[src/valu_pkg.sv]
package valu_pkg;

  // widths
  localparam int VLEN            = 128;
  localparam int BYTE_WIDTH      = 8;
  localparam int HWORD_WIDTH     = 16;
  localparam int WORD_WIDTH      = 32;
  localparam int VLENB           = VLEN / BYTE_WIDTH;
  localparam int XLEN            = 32;
  localparam int ROB_DEPTH_WIDTH = 4;
  localparam int UOP_INDEX_WIDTH = 3;

  typedef logic [VLEN-1:0]            vreg_t;
  typedef logic [XLEN-1:0]            xreg_t;
  typedef logic [VLENB-1:0]           mask_t;
  typedef logic [ROB_DEPTH_WIDTH-1:0] rob_entry_t;
  typedef logic [UOP_INDEX_WIDTH-1:0] uop_index_t;
  typedef logic [5:0]                 funct6_t;
  typedef logic [2:0]                 funct3_t;
  typedef logic [4:0]                 vs1_field_t;

  typedef enum logic [1:0] {
    EEW8,
    EEW16,
    EEW32
  } eew_e;

  typedef enum logic [3:0] {
    OP_NONE,
    OP_MINU,
    OP_MIN,
    OP_MAXU,
    OP_MAX,
    OP_MOVE,
    OP_MERGE,
    OP_ZEXT2,
    OP_SEXT2,
    OP_ZEXT4,
    OP_SEXT4
  } alu_op_e;

  // funct3 categories
  localparam funct3_t OPIVV = 3'b000;
  localparam funct3_t OPIVX = 3'b100;
  localparam funct3_t OPMVV = 3'b010;

  // funct6 codes
  localparam funct6_t VMINU      = 6'b000100;
  localparam funct6_t VMIN       = 6'b000101;
  localparam funct6_t VMAXU      = 6'b000110;
  localparam funct6_t VMAX       = 6'b000111;
  localparam funct6_t VMERGE_VMV = 6'b010111;
  localparam funct6_t VXUNARY0   = 6'b010010;

  // vs1 field of VXUNARY0
  localparam vs1_field_t VZEXT_VF4 = 5'b00100;
  localparam vs1_field_t VSEXT_VF4 = 5'b00101;
  localparam vs1_field_t VZEXT_VF2 = 5'b00110;
  localparam vs1_field_t VSEXT_VF2 = 5'b00111;

endpackage

[src/valu_minmax.sv]
`timescale 1ns/1ns

module valu_minmax (
  input  valu_pkg::alu_op_e  op,
  input  valu_pkg::eew_e     eew,
  input  valu_pkg::vreg_t    src1,
  input  valu_pkg::vreg_t    src2,
  output valu_pkg::vreg_t    result
);
  import valu_pkg::*;

  vreg_t res8;
  vreg_t res16;
  vreg_t res32;

  // extra top bit makes one signed compare serve both forms
  always_comb begin
    logic                         is_signed;
    logic                         want_max;
    logic signed [BYTE_WIDTH:0]   a8, b8;
    logic signed [HWORD_WIDTH:0]  a16, b16;
    logic signed [WORD_WIDTH:0]   a32, b32;

    is_signed = (op == OP_MIN) || (op == OP_MAX);
    want_max  = (op == OP_MAXU) || (op == OP_MAX);

    for (int i = 0; i < VLEN/BYTE_WIDTH; i++) begin
      a8 = {is_signed & src2[i*BYTE_WIDTH+BYTE_WIDTH-1], src2[i*BYTE_WIDTH +: BYTE_WIDTH]};
      b8 = {is_signed & src1[i*BYTE_WIDTH+BYTE_WIDTH-1], src1[i*BYTE_WIDTH +: BYTE_WIDTH]};
      res8[i*BYTE_WIDTH +: BYTE_WIDTH] = ((a8 < b8) ^ want_max) ?
        src2[i*BYTE_WIDTH +: BYTE_WIDTH] : src1[i*BYTE_WIDTH +: BYTE_WIDTH];
    end

    for (int i = 0; i < VLEN/HWORD_WIDTH; i++) begin
      a16 = {is_signed & src2[i*HWORD_WIDTH+HWORD_WIDTH-1], src2[i*HWORD_WIDTH +: HWORD_WIDTH]};
      b16 = {is_signed & src1[i*HWORD_WIDTH+HWORD_WIDTH-1], src1[i*HWORD_WIDTH +: HWORD_WIDTH]};
      res16[i*HWORD_WIDTH +: HWORD_WIDTH] = ((a16 < b16) ^ want_max) ?
        src2[i*HWORD_WIDTH +: HWORD_WIDTH] : src1[i*HWORD_WIDTH +: HWORD_WIDTH];
    end

    for (int i = 0; i < VLEN/WORD_WIDTH; i++) begin
      a32 = {is_signed & src2[i*WORD_WIDTH+WORD_WIDTH-1], src2[i*WORD_WIDTH +: WORD_WIDTH]};
      b32 = {is_signed & src1[i*WORD_WIDTH+WORD_WIDTH-1], src1[i*WORD_WIDTH +: WORD_WIDTH]};
      res32[i*WORD_WIDTH +: WORD_WIDTH] = ((a32 < b32) ^ want_max) ?
        src2[i*WORD_WIDTH +: WORD_WIDTH] : src1[i*WORD_WIDTH +: WORD_WIDTH];
    end
  end

  always_comb begin
    case (eew)
      EEW8:    result = res8;
      EEW16:   result = res16;
      default: result = res32;
    endcase
  end

endmodule

[src/valu_operand_stage.sv]
`timescale 1ns/1ns

module valu_operand_stage (
  input  logic                  clk,
  input  logic                  arst_n,
  input  logic                  uop_valid,
  output logic                  uop_ready,
  input  valu_pkg::rob_entry_t  rob_entry,
  input  valu_pkg::funct6_t     funct6,
  input  valu_pkg::funct3_t     funct3,
  input  valu_pkg::vs1_field_t  vs1_field,
  input  logic                  vm,
  input  valu_pkg::uop_index_t  uop_index,
  input  valu_pkg::eew_e        eew,
  input  valu_pkg::vreg_t       v0_data,
  input  valu_pkg::vreg_t       vs1_data,
  input  valu_pkg::vreg_t       vs2_data,
  input  valu_pkg::xreg_t       rs1_data,
  output logic                  op_valid,
  input  logic                  op_ready,
  output valu_pkg::alu_op_e     op,
  output valu_pkg::eew_e        op_eew,
  output valu_pkg::rob_entry_t  op_rob_entry,
  output valu_pkg::mask_t       op_mask,
  output valu_pkg::vreg_t       op_src1,
  output valu_pkg::vreg_t       op_src2
);
  import valu_pkg::*;

  localparam int OFS_WIDTH = $clog2(VLEN);

  alu_op_e               dec_op;
  vreg_t                 src1_sel;
  vreg_t                 src2_sel;
  logic [OFS_WIDTH-1:0]  mask_offset;
  logic                  uop_fire;

  always_comb begin
    dec_op = OP_NONE;
    case (funct3)
      OPIVV, OPIVX: begin
        case (funct6)
          VMINU:      dec_op = OP_MINU;
          VMIN:       dec_op = OP_MIN;
          VMAXU:      dec_op = OP_MAXU;
          VMAX:       dec_op = OP_MAX;
          VMERGE_VMV: dec_op = vm ? OP_MOVE : OP_MERGE;
          default:    dec_op = OP_NONE;
        endcase
      end
      OPMVV: begin
        // extension only for legal source widths
        if (funct6 == VXUNARY0) begin
          case (vs1_field)
            VZEXT_VF2: if (eew == EEW8 || eew == EEW16) dec_op = OP_ZEXT2;
            VSEXT_VF2: if (eew == EEW8 || eew == EEW16) dec_op = OP_SEXT2;
            VZEXT_VF4: if (eew == EEW8) dec_op = OP_ZEXT4;
            VSEXT_VF4: if (eew == EEW8) dec_op = OP_SEXT4;
            default:   dec_op = OP_NONE;
          endcase
        end
      end
      default: dec_op = OP_NONE;
    endcase
  end

  // scalar broadcast for vx forms
  always_comb begin
    src1_sel = vs1_data;
    if (funct3 == OPIVX) begin
      case (eew)
        EEW8:    src1_sel = {(VLEN/BYTE_WIDTH){rs1_data[BYTE_WIDTH-1:0]}};
        EEW16:   src1_sel = {(VLEN/HWORD_WIDTH){rs1_data[HWORD_WIDTH-1:0]}};
        default: src1_sel = {(VLEN/WORD_WIDTH){rs1_data[WORD_WIDTH-1:0]}};
      endcase
    end
  end

  // extension source slice goes to the low bits
  always_comb begin
    case (dec_op)
      OP_ZEXT2, OP_SEXT2: src2_sel = vreg_t'(vs2_data[uop_index[0]*(VLEN/2) +: VLEN/2]);
      OP_ZEXT4, OP_SEXT4: src2_sel = vreg_t'(vs2_data[uop_index[1:0]*(VLEN/4) +: VLEN/4]);
      default:            src2_sel = vs2_data;
    endcase
  end

  // v0 slice starts at uop_index * VLEN/SEW
  always_comb begin
    case (eew)
      EEW8:    mask_offset = OFS_WIDTH'(uop_index) * OFS_WIDTH'(VLEN/BYTE_WIDTH);
      EEW16:   mask_offset = OFS_WIDTH'(uop_index) * OFS_WIDTH'(VLEN/HWORD_WIDTH);
      default: mask_offset = OFS_WIDTH'(uop_index) * OFS_WIDTH'(VLEN/WORD_WIDTH);
    endcase
  end

  assign uop_ready = !op_valid || op_ready;
  assign uop_fire  = uop_valid && uop_ready;

  // unsupported uops are swallowed here
  always_ff @(posedge clk or negedge arst_n) begin
    if (!arst_n) begin
      op_valid <= 1'b0;
    end else if (uop_fire) begin
      op_valid <= (dec_op != OP_NONE);
    end else if (op_ready) begin
      op_valid <= 1'b0;
    end
  end

  always_ff @(posedge clk) begin
    if (uop_fire) begin
      op           <= dec_op;
      op_eew       <= eew;
      op_rob_entry <= rob_entry;
      op_mask      <= v0_data[mask_offset +: VLENB];
      op_src1      <= src1_sel;
      op_src2      <= src2_sel;
    end
  end

endmodule

[src/valu_exec_stage.sv]
`timescale 1ns/1ns

module valu_exec_stage (
  input  logic                  clk,
  input  logic                  arst_n,
  input  logic                  op_valid,
  output logic                  op_ready,
  input  valu_pkg::alu_op_e     op,
  input  valu_pkg::eew_e        op_eew,
  input  valu_pkg::rob_entry_t  op_rob_entry,
  input  valu_pkg::mask_t       op_mask,
  input  valu_pkg::vreg_t       op_src1,
  input  valu_pkg::vreg_t       op_src2,
  output logic                  result_valid,
  input  logic                  result_ready,
  output valu_pkg::rob_entry_t  result_rob_entry,
  output valu_pkg::vreg_t       result_data,
  output logic                  result_ignore_vma
);
  import valu_pkg::*;

  vreg_t minmax_data;
  vreg_t merge_data;
  vreg_t ext_data;
  vreg_t next_data;
  logic  op_fire;

  valu_minmax u_minmax (
    .op     (op),
    .eew    (op_eew),
    .src1   (op_src1),
    .src2   (op_src2),
    .result (minmax_data)
  );

  // per byte, pick the mask bit of the element it belongs to
  always_comb begin
    logic sel;

    for (int b = 0; b < VLENB; b++) begin
      case (op_eew)
        EEW8:    sel = op_mask[b];
        EEW16:   sel = op_mask[b/2];
        default: sel = op_mask[b/4];
      endcase
      merge_data[b*BYTE_WIDTH +: BYTE_WIDTH] = sel ? op_src1[b*BYTE_WIDTH +: BYTE_WIDTH] :
                                                     op_src2[b*BYTE_WIDTH +: BYTE_WIDTH];
    end
  end

  // source slice sits in the low bits of op_src2
  always_comb begin
    logic sext;

    sext     = (op == OP_SEXT2) || (op == OP_SEXT4);
    ext_data = '0;
    if (op == OP_ZEXT4 || op == OP_SEXT4) begin
      for (int i = 0; i < VLEN/WORD_WIDTH; i++) begin
        ext_data[i*WORD_WIDTH +: WORD_WIDTH] =
          {{(WORD_WIDTH-BYTE_WIDTH){sext & op_src2[i*BYTE_WIDTH+BYTE_WIDTH-1]}},
           op_src2[i*BYTE_WIDTH +: BYTE_WIDTH]};
      end
    end else if (op_eew == EEW8) begin
      for (int i = 0; i < VLEN/HWORD_WIDTH; i++) begin
        ext_data[i*HWORD_WIDTH +: HWORD_WIDTH] =
          {{(HWORD_WIDTH-BYTE_WIDTH){sext & op_src2[i*BYTE_WIDTH+BYTE_WIDTH-1]}},
           op_src2[i*BYTE_WIDTH +: BYTE_WIDTH]};
      end
    end else begin
      for (int i = 0; i < VLEN/WORD_WIDTH; i++) begin
        ext_data[i*WORD_WIDTH +: WORD_WIDTH] =
          {{(WORD_WIDTH-HWORD_WIDTH){sext & op_src2[i*HWORD_WIDTH+HWORD_WIDTH-1]}},
           op_src2[i*HWORD_WIDTH +: HWORD_WIDTH]};
      end
    end
  end

  always_comb begin
    case (op)
      OP_MINU, OP_MIN, OP_MAXU, OP_MAX:     next_data = minmax_data;
      OP_MOVE:                              next_data = op_src1;
      OP_MERGE:                             next_data = merge_data;
      OP_ZEXT2, OP_SEXT2, OP_ZEXT4, OP_SEXT4: next_data = ext_data;
      default:                              next_data = '0;
    endcase
  end

  assign op_ready = !result_valid || result_ready;
  assign op_fire  = op_valid && op_ready;

  always_ff @(posedge clk or negedge arst_n) begin
    if (!arst_n) begin
      result_valid <= 1'b0;
    end else if (op_fire) begin
      result_valid <= 1'b1;
    end else if (result_ready) begin
      result_valid <= 1'b0;
    end
  end

  always_ff @(posedge clk) begin
    if (op_fire) begin
      result_rob_entry  <= op_rob_entry;
      result_data       <= next_data;
      result_ignore_vma <= (op == OP_MERGE);
    end
  end

endmodule

[src/valu_top.sv]
`timescale 1ns/1ns

module valu_top (
  input  logic                  clk,
  input  logic                  arst_n,
  input  logic                  uop_valid,
  output logic                  uop_ready,
  input  valu_pkg::rob_entry_t  rob_entry,
  input  valu_pkg::funct6_t     funct6,
  input  valu_pkg::funct3_t     funct3,
  input  valu_pkg::vs1_field_t  vs1_field,
  input  logic                  vm,
  input  valu_pkg::uop_index_t  uop_index,
  input  valu_pkg::eew_e        eew,
  input  valu_pkg::vreg_t       v0_data,
  input  valu_pkg::vreg_t       vs1_data,
  input  valu_pkg::vreg_t       vs2_data,
  input  valu_pkg::xreg_t       rs1_data,
  output logic                  result_valid,
  input  logic                  result_ready,
  output valu_pkg::rob_entry_t  result_rob_entry,
  output valu_pkg::vreg_t       result_data,
  output logic                  result_ignore_vma
);
  import valu_pkg::*;

  // stage 1 to stage 2
  logic        op_valid;
  logic        op_ready;
  alu_op_e     op;
  eew_e        op_eew;
  rob_entry_t  op_rob_entry;
  mask_t       op_mask;
  vreg_t       op_src1;
  vreg_t       op_src2;

  valu_operand_stage u_operand (
    .clk          (clk),
    .arst_n       (arst_n),
    .uop_valid    (uop_valid),
    .uop_ready    (uop_ready),
    .rob_entry    (rob_entry),
    .funct6       (funct6),
    .funct3       (funct3),
    .vs1_field    (vs1_field),
    .vm           (vm),
    .uop_index    (uop_index),
    .eew          (eew),
    .v0_data      (v0_data),
    .vs1_data     (vs1_data),
    .vs2_data     (vs2_data),
    .rs1_data     (rs1_data),
    .op_valid     (op_valid),
    .op_ready     (op_ready),
    .op           (op),
    .op_eew       (op_eew),
    .op_rob_entry (op_rob_entry),
    .op_mask      (op_mask),
    .op_src1      (op_src1),
    .op_src2      (op_src2)
  );

  valu_exec_stage u_exec (
    .clk               (clk),
    .arst_n            (arst_n),
    .op_valid          (op_valid),
    .op_ready          (op_ready),
    .op                (op),
    .op_eew            (op_eew),
    .op_rob_entry      (op_rob_entry),
    .op_mask           (op_mask),
    .op_src1           (op_src1),
    .op_src2           (op_src2),
    .result_valid      (result_valid),
    .result_ready      (result_ready),
    .result_rob_entry  (result_rob_entry),
    .result_data       (result_data),
    .result_ignore_vma (result_ignore_vma)
  );

endmodule

[config.mk]
export PLATFORM = sky130hd
export DESIGN_NAME = valu_top
export DESIGN_NICKNAME = d
export VERILOG_FILES = /design/src/valu_pkg.sv /design/src/valu_minmax.sv /design/src/valu_operand_stage.sv /design/src/valu_exec_stage.sv /design/src/valu_top.sv
export SDC_FILE = /design/constraint.sdc
export NUM_CORES = 1
export LEC_CHECK = 0
export BUFFER_PORTS_ARGS = -buffer_cell sky130_fd_sc_hd__buf_2
export CAP_MARGIN = 10
export CELL_PAD_IN_SITES_DETAIL_PLACEMENT = 0
export CELL_PAD_IN_SITES_GLOBAL_PLACEMENT = 2
export CORE_ASPECT_RATIO = 2
export CORE_UTILIZATION = 33
export CTS_CLUSTER_SIZE = 25
export DETAILED_ROUTE_END_ITERATION = 10
export PLACE_DENSITY = 0.79
export SKIP_LAST_GASP = 1
export SLEW_MARGIN = 20
export SYNTH_ARGS = -nofsm -noshare
export SYNTH_HDL_FRONTEND = slang
export SYNTH_HIERARCHICAL = 1
export SYNTH_SLANG_ARGS = --single-unit
export TNS_END_PERCENT = 50
[constraint.sdc]
create_clock -name clk -period 8.1 [get_ports clk]
set_clock_uncertainty 0.05 [all_clocks]
set_input_delay 1.215 -clock clk [delete_from_list [all_inputs] [get_ports clk]]
set_output_delay 1.215 -clock clk [all_outputs]
set_load 0.1 [all_outputs]
== Word level (Yosys, flattened, before mapping) ==
Index checks and enable logic that the tools add are counted.

* Register bits: 417
* Logic and storage cells: 240

* Magnitude comparators: 28
* Equal/unequal tests: 28
* Shift-type cells: 3
* Mux-type cells: 80
* Bitwise gates (word level): 68
* Reduce and logical (&&, ||, !) cells: 22

{| class="wikitable"
|+ Operators by type and width
! kind !! count
|-
| 128-bit one-hot mux with 2 select lines || 3
|-
| 128-bit one-hot mux with 4 select lines || 1
|-
| 128-bit 2-to-1 mux || 2
|-
| 8-bit 2-to-1 mux || 32
|-
| 9-bit < comparator || 16
|-
| 17-bit < comparator || 8
|-
| 33-bit < comparator || 4
|-
| 16-bit 2-to-1 mux || 8
|-
| 32-bit 2-to-1 mux || 4
|-
| 128-bit by 8-bit indexed part select with 16-bit output || 1
|-
| 128-bit by 8-bit indexed part select with 32-bit output || 1
|-
| 128-bit by 8-bit indexed part select with 64-bit output || 1
|-
| 120-bit 2-to-1 mux || 1
|-
| 1-bit bitwise AND || 40
|-
| 1-bit one-hot mux with 2 select lines || 14
|-
| 1-bit bitwise XOR || 28
|-
| 4-bit equality test, second input constant || 6
|-
| 6-bit by 3-bit equality test with 1-bit output, second input constant || 4
|-
| 4-bit by 3-bit equality test with 1-bit output, second input constant || 5
|-
| 5-bit by 3-bit equality test with 1-bit output, second input constant || 4
|-
| 4-bit one-hot mux with 5 select lines || 1
|-
| 4-bit 2-to-1 mux || 4
|-
| 4-bit one-hot mux with 4 select lines || 1
|-
| 7-bit one-hot mux with 2 select lines || 1
|-
| 19 further kinds || 39
|}

== Longest topological paths before layout ==
* Word-level depth: 9
* Depth in mapped cells: 14
* Mapped depth without buffers: 12

== Hierarchy ==
The synthesis kept the hierarchy.

{| class="wikitable"
|+ By module, submodules not included
! module !! times used !! cells an instance !! area an instance (um^2) !! sequential area each (um^2)
|-
| valu_operand_stage || 1 || 1293 || 15511.1 || 8493.1
|-
| valu_exec_stage || 1 || 820 || 9152.5 || 4018.9
|-
| valu_minmax || 1 || 994 || 7255.7 || 0.0
|}

== Least setup slack after synthesis ==
No wires, ideal clock.

* Path type: input port to flip-flop
* Start point: in result_ready
* End point: reg u_operand.op[0] (enable)
* Library setup time: 0.677 ns
* Data arrival time: 8.652 ns
* Setup slack: -1.279 ns
* Stages on the path: 3
* Path buffers: 0
* Cells stage by stage: nand2b_1 -> nand2b_1 -> and2_1

* Word-level cells in the longest chain between the ends: 3

{| class="wikitable"
|+ RTL lines
! what !! RTL line !! text
|-
| from (decl) || valu_top.sv:20 || <nowiki>input logic result_ready,</nowiki>
|-
| 1-bit logical OR || valu_exec_stage.sv:88 || <nowiki>assign op_ready = !result_valid || result_ready;</nowiki>
|-
| 1-bit logical OR || valu_operand_stage.sv:97 || <nowiki>assign uop_ready = !op_valid || op_ready;</nowiki>
|-
| via uop_ready || valu_top.sv:7 || <nowiki>output logic uop_ready,</nowiki>
|-
| 1-bit logical AND || valu_operand_stage.sv:98 || <nowiki>assign uop_fire = uop_valid && uop_ready;</nowiki>
|-
| via u_operand.uop_fire || valu_operand_stage.sv:36 || <nowiki>logic uop_fire;</nowiki>
|-
| to (signal assigned) || valu_operand_stage.sv:113 || <nowiki>op <= dec_op;</nowiki>
|-
| to (decl) || valu_operand_stage.sv:21 || <nowiki>output valu_pkg::alu_op_e op,</nowiki>
|}

The timed path passes the listed nets, and every way through them passes these cells.
A chain may end at the register's enable or synchronous reset.

== Worst setup path in the final report ==
* Start point: reg u_operand.op[1]
* End point: reg u_exec.result_data[85], data pin

* Word-level cells in the longest chain between the ends: 8
* Elaborated cells on any way between the ends: 35
* Classes of those cells: 3 x order compare; 10 x eq/ne; 7 x mux; 9 x bitwise; 6 x reduce/logical

{| class="wikitable"
|+ RTL lines
! what !! RTL line !! text
|-
| 4-bit by 2-bit equality test with 1-bit output or 4-bit by 3-bit equality test with 1-bit output (tied branches) || valu_minmax.sv:24, valu_minmax.sv:25 ||
|-
| 1-bit logical OR || valu_minmax.sv:24 || <nowiki>is_signed = (op == OP_MIN) || (op == OP_MAX);</nowiki>
|-
| 1-bit bitwise AND (on tied branches) || n/a ||
|-
| 33-bit < comparator (tied with other cells) || valu_minmax.sv:44 || <nowiki>res32[i*WORD_WIDTH +: WORD_WIDTH] = ((a32 < b32) ^ want_max) ?</nowiki>
|-
| 1-bit bitwise XOR (on tied branches) || valu_minmax.sv:44, valu_minmax.sv:30, valu_minmax.sv:37 ||
|-
| 32-bit 2-to-1 mux (tied with other cells) || valu_minmax.sv:44 ||
|-
| 128-bit one-hot mux with 2 select lines (*) || valu_minmax.sv:50 || <nowiki>case (eew)</nowiki>
|-
| via u_exec.minmax_data[85] || valu_exec_stage.sv:22 || <nowiki>vreg_t minmax_data;</nowiki>
|-
| 128-bit one-hot mux with 4 select lines (*) || valu_exec_stage.sv:79 || <nowiki>case (op)</nowiki>
|-
| via u_exec.next_data[85] || valu_exec_stage.sv:25 || <nowiki>vreg_t next_data;</nowiki>
|-
| to (signal assigned) || valu_exec_stage.sv:104 || <nowiki>result_data <= next_data;</nowiki>
|-
| to (decl) || valu_exec_stage.sv:17 || <nowiki>output valu_pkg::vreg_t result_data,</nowiki>
|}

Mark *: on every way through the listed nets, which the timed path passes. The rest lies on a longest branch.

==> qor_table.md <==
| Stage | Quantity | Value |
|---|---|---|
| clock tree | Post-CTS Resized | 0 |
| worst setup path | Launch point of the worst reg-to-reg path | u_operand/op[1]$_DFFE_PP_ |
| logic synthesis | Synth area leaders | edfxtp_1 (39%), mux2i_1 (5.9%), ha_1 (5.3%) |
| logic synthesis | Xor/xnor cell area share of the yosys netlist | 1.54% |
| timing | Hold Slack | 324 ps |
| placement | I/O Buffers | 578 |
| timing | Unrepaired setup endpoints after global routing | no |
| worst setup path | Req. time, crit path | 8320 ps |
| logic synthesis | Count of state elements after synthesis | 417 |
| global route | First-pass GRT wire length | 230 mm |
| timing | Crit path time final | 4800 ps |
| routing | DRC violations left | 0 |
| die | Die Area | 98000 sq um |
| finish | Finished Cell Area | 37400 sq um |
| placement | Post-DP HPWL | 130 mm |
| flow run | Max-cap violations | 0 |
| clock tree | Total CTS buffers | 45 |
| worst setup path | Number of cell instances on the worst register-to-register path | 10 |
| worst setup path | Critical-path maximum fanout | 35 |
| clock tree | Max Root-Sink Buffers | 3 |
| global route | Total congestion overflow | 0 |
| die | Core area | 96100 sq um |
| routing | Via total after detailed routing | 30100 |
| timing | Final critical-path setup slack | 3300 ps |
| power and ir drop | Power density over cell area | 186 nW/um^2 |
| die | Total number of placement rows | 161 |
| logic synthesis | Post-synthesis cell area | 31900 sq um |
| finish | Nets | 4164 |
| worst setup path | Startpoint type of the worst setup path | flop |
| die | Initial standard-cell utilization of the core | 33.2% |
| die | # IOs | 579 |
| status | Run status | complete, no violations |
| worst setup path | Critical path capture point type | flop |
| clock tree | H-tree depth | 2 |
| routing | Number of optimization iterations in the first detailed-route pass | 8 |
| logic synthesis | Portion of the post-synthesis area used by sequential elements | 39.2% |
| finish | Area taken by multi-input logic gates | 18000 sq um |
| timing | Endpoints failing hold | 0 |
| timing | Maximum operating frequency | 0.208 GHz |
| power and ir drop | IR drop worst, VDD | 0.138 mV |
| clock tree | Number of clock sinks seen by CTS | 417 |
| clock tree | CTS tree | done |
| timing | Final cycle utilization of the critical path | 59.3% |
| clock tree | Hold buffer count at cts | 0 |
| timing | Total of endpoints with negative setup slack in the final report | 0 |
| finish | Syn-to-layout area delta | 17.1% |
| timing | Tightest Pin Transition | 1210 ps |
| worst setup path | Arrival time worst endpoint | 5020 ps |
| logic synthesis | Fraction of the mapped netlist area in simple logic gates | 14.7% |
| global route | Pin count of the biggest net entering global routing | 152 |
| logic synthesis | Post-synthesis average cell area | 10.3 sq um |
| logic synthesis | Count of flip-flops with a built-in enable after synthesis | 415 |
| routing | Vias per cell | 6.19 |
| logic synthesis | Cell count after synthesis | 3107 |
| logic synthesis | Post-synthesis cell type with the largest combined area | edfxtp_1 |
| worst setup path | RR Endpoint | u_exec/result_data[85]$_DFFE_PP_ |
| die | Chip Width | 222 um |
| placement | Last weighted congestion value of the routability-driven placer | 0.973 |
| logic synthesis | FFs w/ async S/R, synth | 0.480% |
| clock tree | Number of setup buffers added after CTS | 0 |
| timing | Headroom to the max-slew limit | 19.1% |
| logic synthesis | Post-synthesis net count | 3687 |
| logic synthesis | Distinct cell type count after synthesis | 105 |
| clock tree | Master cell of the clock root buffer | clkbuf_16 |
| placement | Cell area reported after detailed placement | 36000 sq um |
| global route | Antenna violations before repair | 64 |
| logic synthesis | Synth Area in Compound Gates | 19.5% |
| clock tree | Latest clock arrival within the worst-skew pair | 620 ps |
| routing | Remaining antenna violation count | 0 |
| finish | Proportion of layout cells with a drive suffix above 1 | 27.0% |
| logic synthesis | Predominant post-synthesis flop cell | edfxtp_1 |
| die | Height of the chip | 442 um |
| worst setup path | Category of the critical setup timing path | flop to flop |
| finish | Number of filler cells placed in the layout | 9732 |
| clock tree | Worst-path clk slew | 70 ps |
| routing | Routed wire length | 168 mm |
| global route | Via count of the first global-routing pass | 29900 |
| placement | Minimum setup slack after placement | 2960 ps |
| timing | Max-slew violation total from the final report | 0 |
| logic synthesis | Syn. warnings | 6 |
| logic synthesis | Combinational family with the most area after synthesis | compound AO/OA/AOI/OAI gates |
| global route | Total global-route track usage | 33.2% |
| finish | Total area of sequential cells | 12500 sq um |
| logic synthesis | Area share of fa/ha/maj cells after synthesis | 5.33% |
| timing | Accumulated negative setup slack | 0 ps |
| power and ir drop | Static leakage | 15.2 nW |
| routing | Violation count after the first detailed-route iteration | 2737 |
| min path | Worst min path class | input port to async pin |
| worst setup path | R2R Setup Slk | 3300 ps |
| logic synthesis | Multiplexer share of the synthesized area | 14.9% |
| routing | Post-detailed-route wirelength per cell | 34.5 um |
| logic synthesis | Synth top area share | 39.0% |
[kinds of logic (layout without fill, tap and decap cells)]
group                    after synthesis  count (layout)
buffers and inverters                358             867
AND/OR/NAND/NOR                      966             966
XOR/XNOR                              48              48
AO/OA/AOI/OAI                        810             810
multiplexers                         372             372
adder cells (fa/ha/maj)              136             136
flip-flops                           417             417
other                                  0              24
[how the worst max path moves through the flow]
stage,startpoint,to,slack (ps)
global route,u_operand/op[1]$_DFFE_PP_,u_exec/result_data[81]$_DFFE_PP_,3110
floorplan,result_ready,u_operand/op[0]$_DFFE_PP_,1820
detailed placement,eew[1],u_operand/op_mask[5]$_DFFE_PP_,2960
finish,u_operand/op[1]$_DFFE_PP_,u_exec/result_data[85]$_DFFE_PP_,3300
CTS,u_operand/op[1]$_DFFE_PP_,u_exec/result_data[85]$_DFFE_PP_,3440
global placement,eew[1],u_operand/op_mask[5]$_DFFE_PP_,3030
[cells in the final DEF (no fill, tap or decap), drive strengths merged, types with 31 or more instances in the layout]
cell	n
a32o	32
nand3	114
mux2i	193
mux4	67
nand2	423
edfxtp	415
o221ai	75
buf	635
nand4	34
a21o	48
and2	75
nand2b	31
clkbuf	53
o21ai	80
o21a	76
a22o	39
o211ai	62
inv	154
a22oi	99
a21oi	120
mux2	112
ha	136
and3	77
nor2	106
[per-layer routing]
layer	global-route usage [%]	vias up	part of all wire (%)
met2	58.4	1723	49
met1	34.8	14900	34
met4	24.1	66	8.5
li1	-	13000	-
met3	7.06	462	7.8
met5	0	-	0.27
[stage by stage]
stage          power [W]  instances  util [%]
6_report         0.00696       4862      38.9
5_1_grt          0.00717       4849      38.9
4_1_cts          0.00696       4838      38.8
3_5_place_dp     0.00491       4759      37.4
3_3_place_gp     0.00490       4757      37.4
2_1_floorplan    0.00408       3107         -
[final cells by class]
class	count	area share [%]
Inverter	153	1.54
Clock buffer	53	3.15
Timing Repair Buffer	635	8.98
Sequential cell	417	33.5
Multi-Input combinational cell	2332	48.1
Tap cell	1222	4.09
Antenna cell	24	0.161
Clock inverter	26	0.495
[registers in the layout, indices dropped and copies added, names as in the netlist]
name / flops
u_exec/result_rob_entry: 4
u_operand/op_src2: 128
u_exec/result_valid: 1
u_operand/op_rob_entry: 4
u_operand/op: 4
u_operand/op_src1: 128
u_operand/op_mask: 16
u_exec/result_data: 128
u_operand/op_eew: 2
u_exec/result_ignore_vma: 1
u_operand/op_valid: 1
[cell usage after synthesis, drive strengths merged, types with 76 or more instances]
master and count:
mux2 112, a21oi 120, ha 136, o21a 76
clkbuf 116, nand3 114, nor2 106, edfxtp 415
buf 89, a22oi 99, mux2i 193, nand2 423
inv 153, o21ai 80, and3 77
[where the power goes]
group	internal [W]	switching [W]
Clock	0.00108	0.000972
Sequential	0.00256	0.000206
Combinational	0.000848	0.00129
Total	0.00449	0.00247
[critical path, cell delays in order, from the launching register on]
cell	delay [ps]
edfxtp_1	930
nor4b_1	170
a31oi_2	180
buf_4	430
xor2_4	930
xnor2_1	250
mux2i_4	530
mux2i_1	140
or3_1	390
a22oi_1	170
o221ai_1	240
Power figures use the tool's default switching activity.
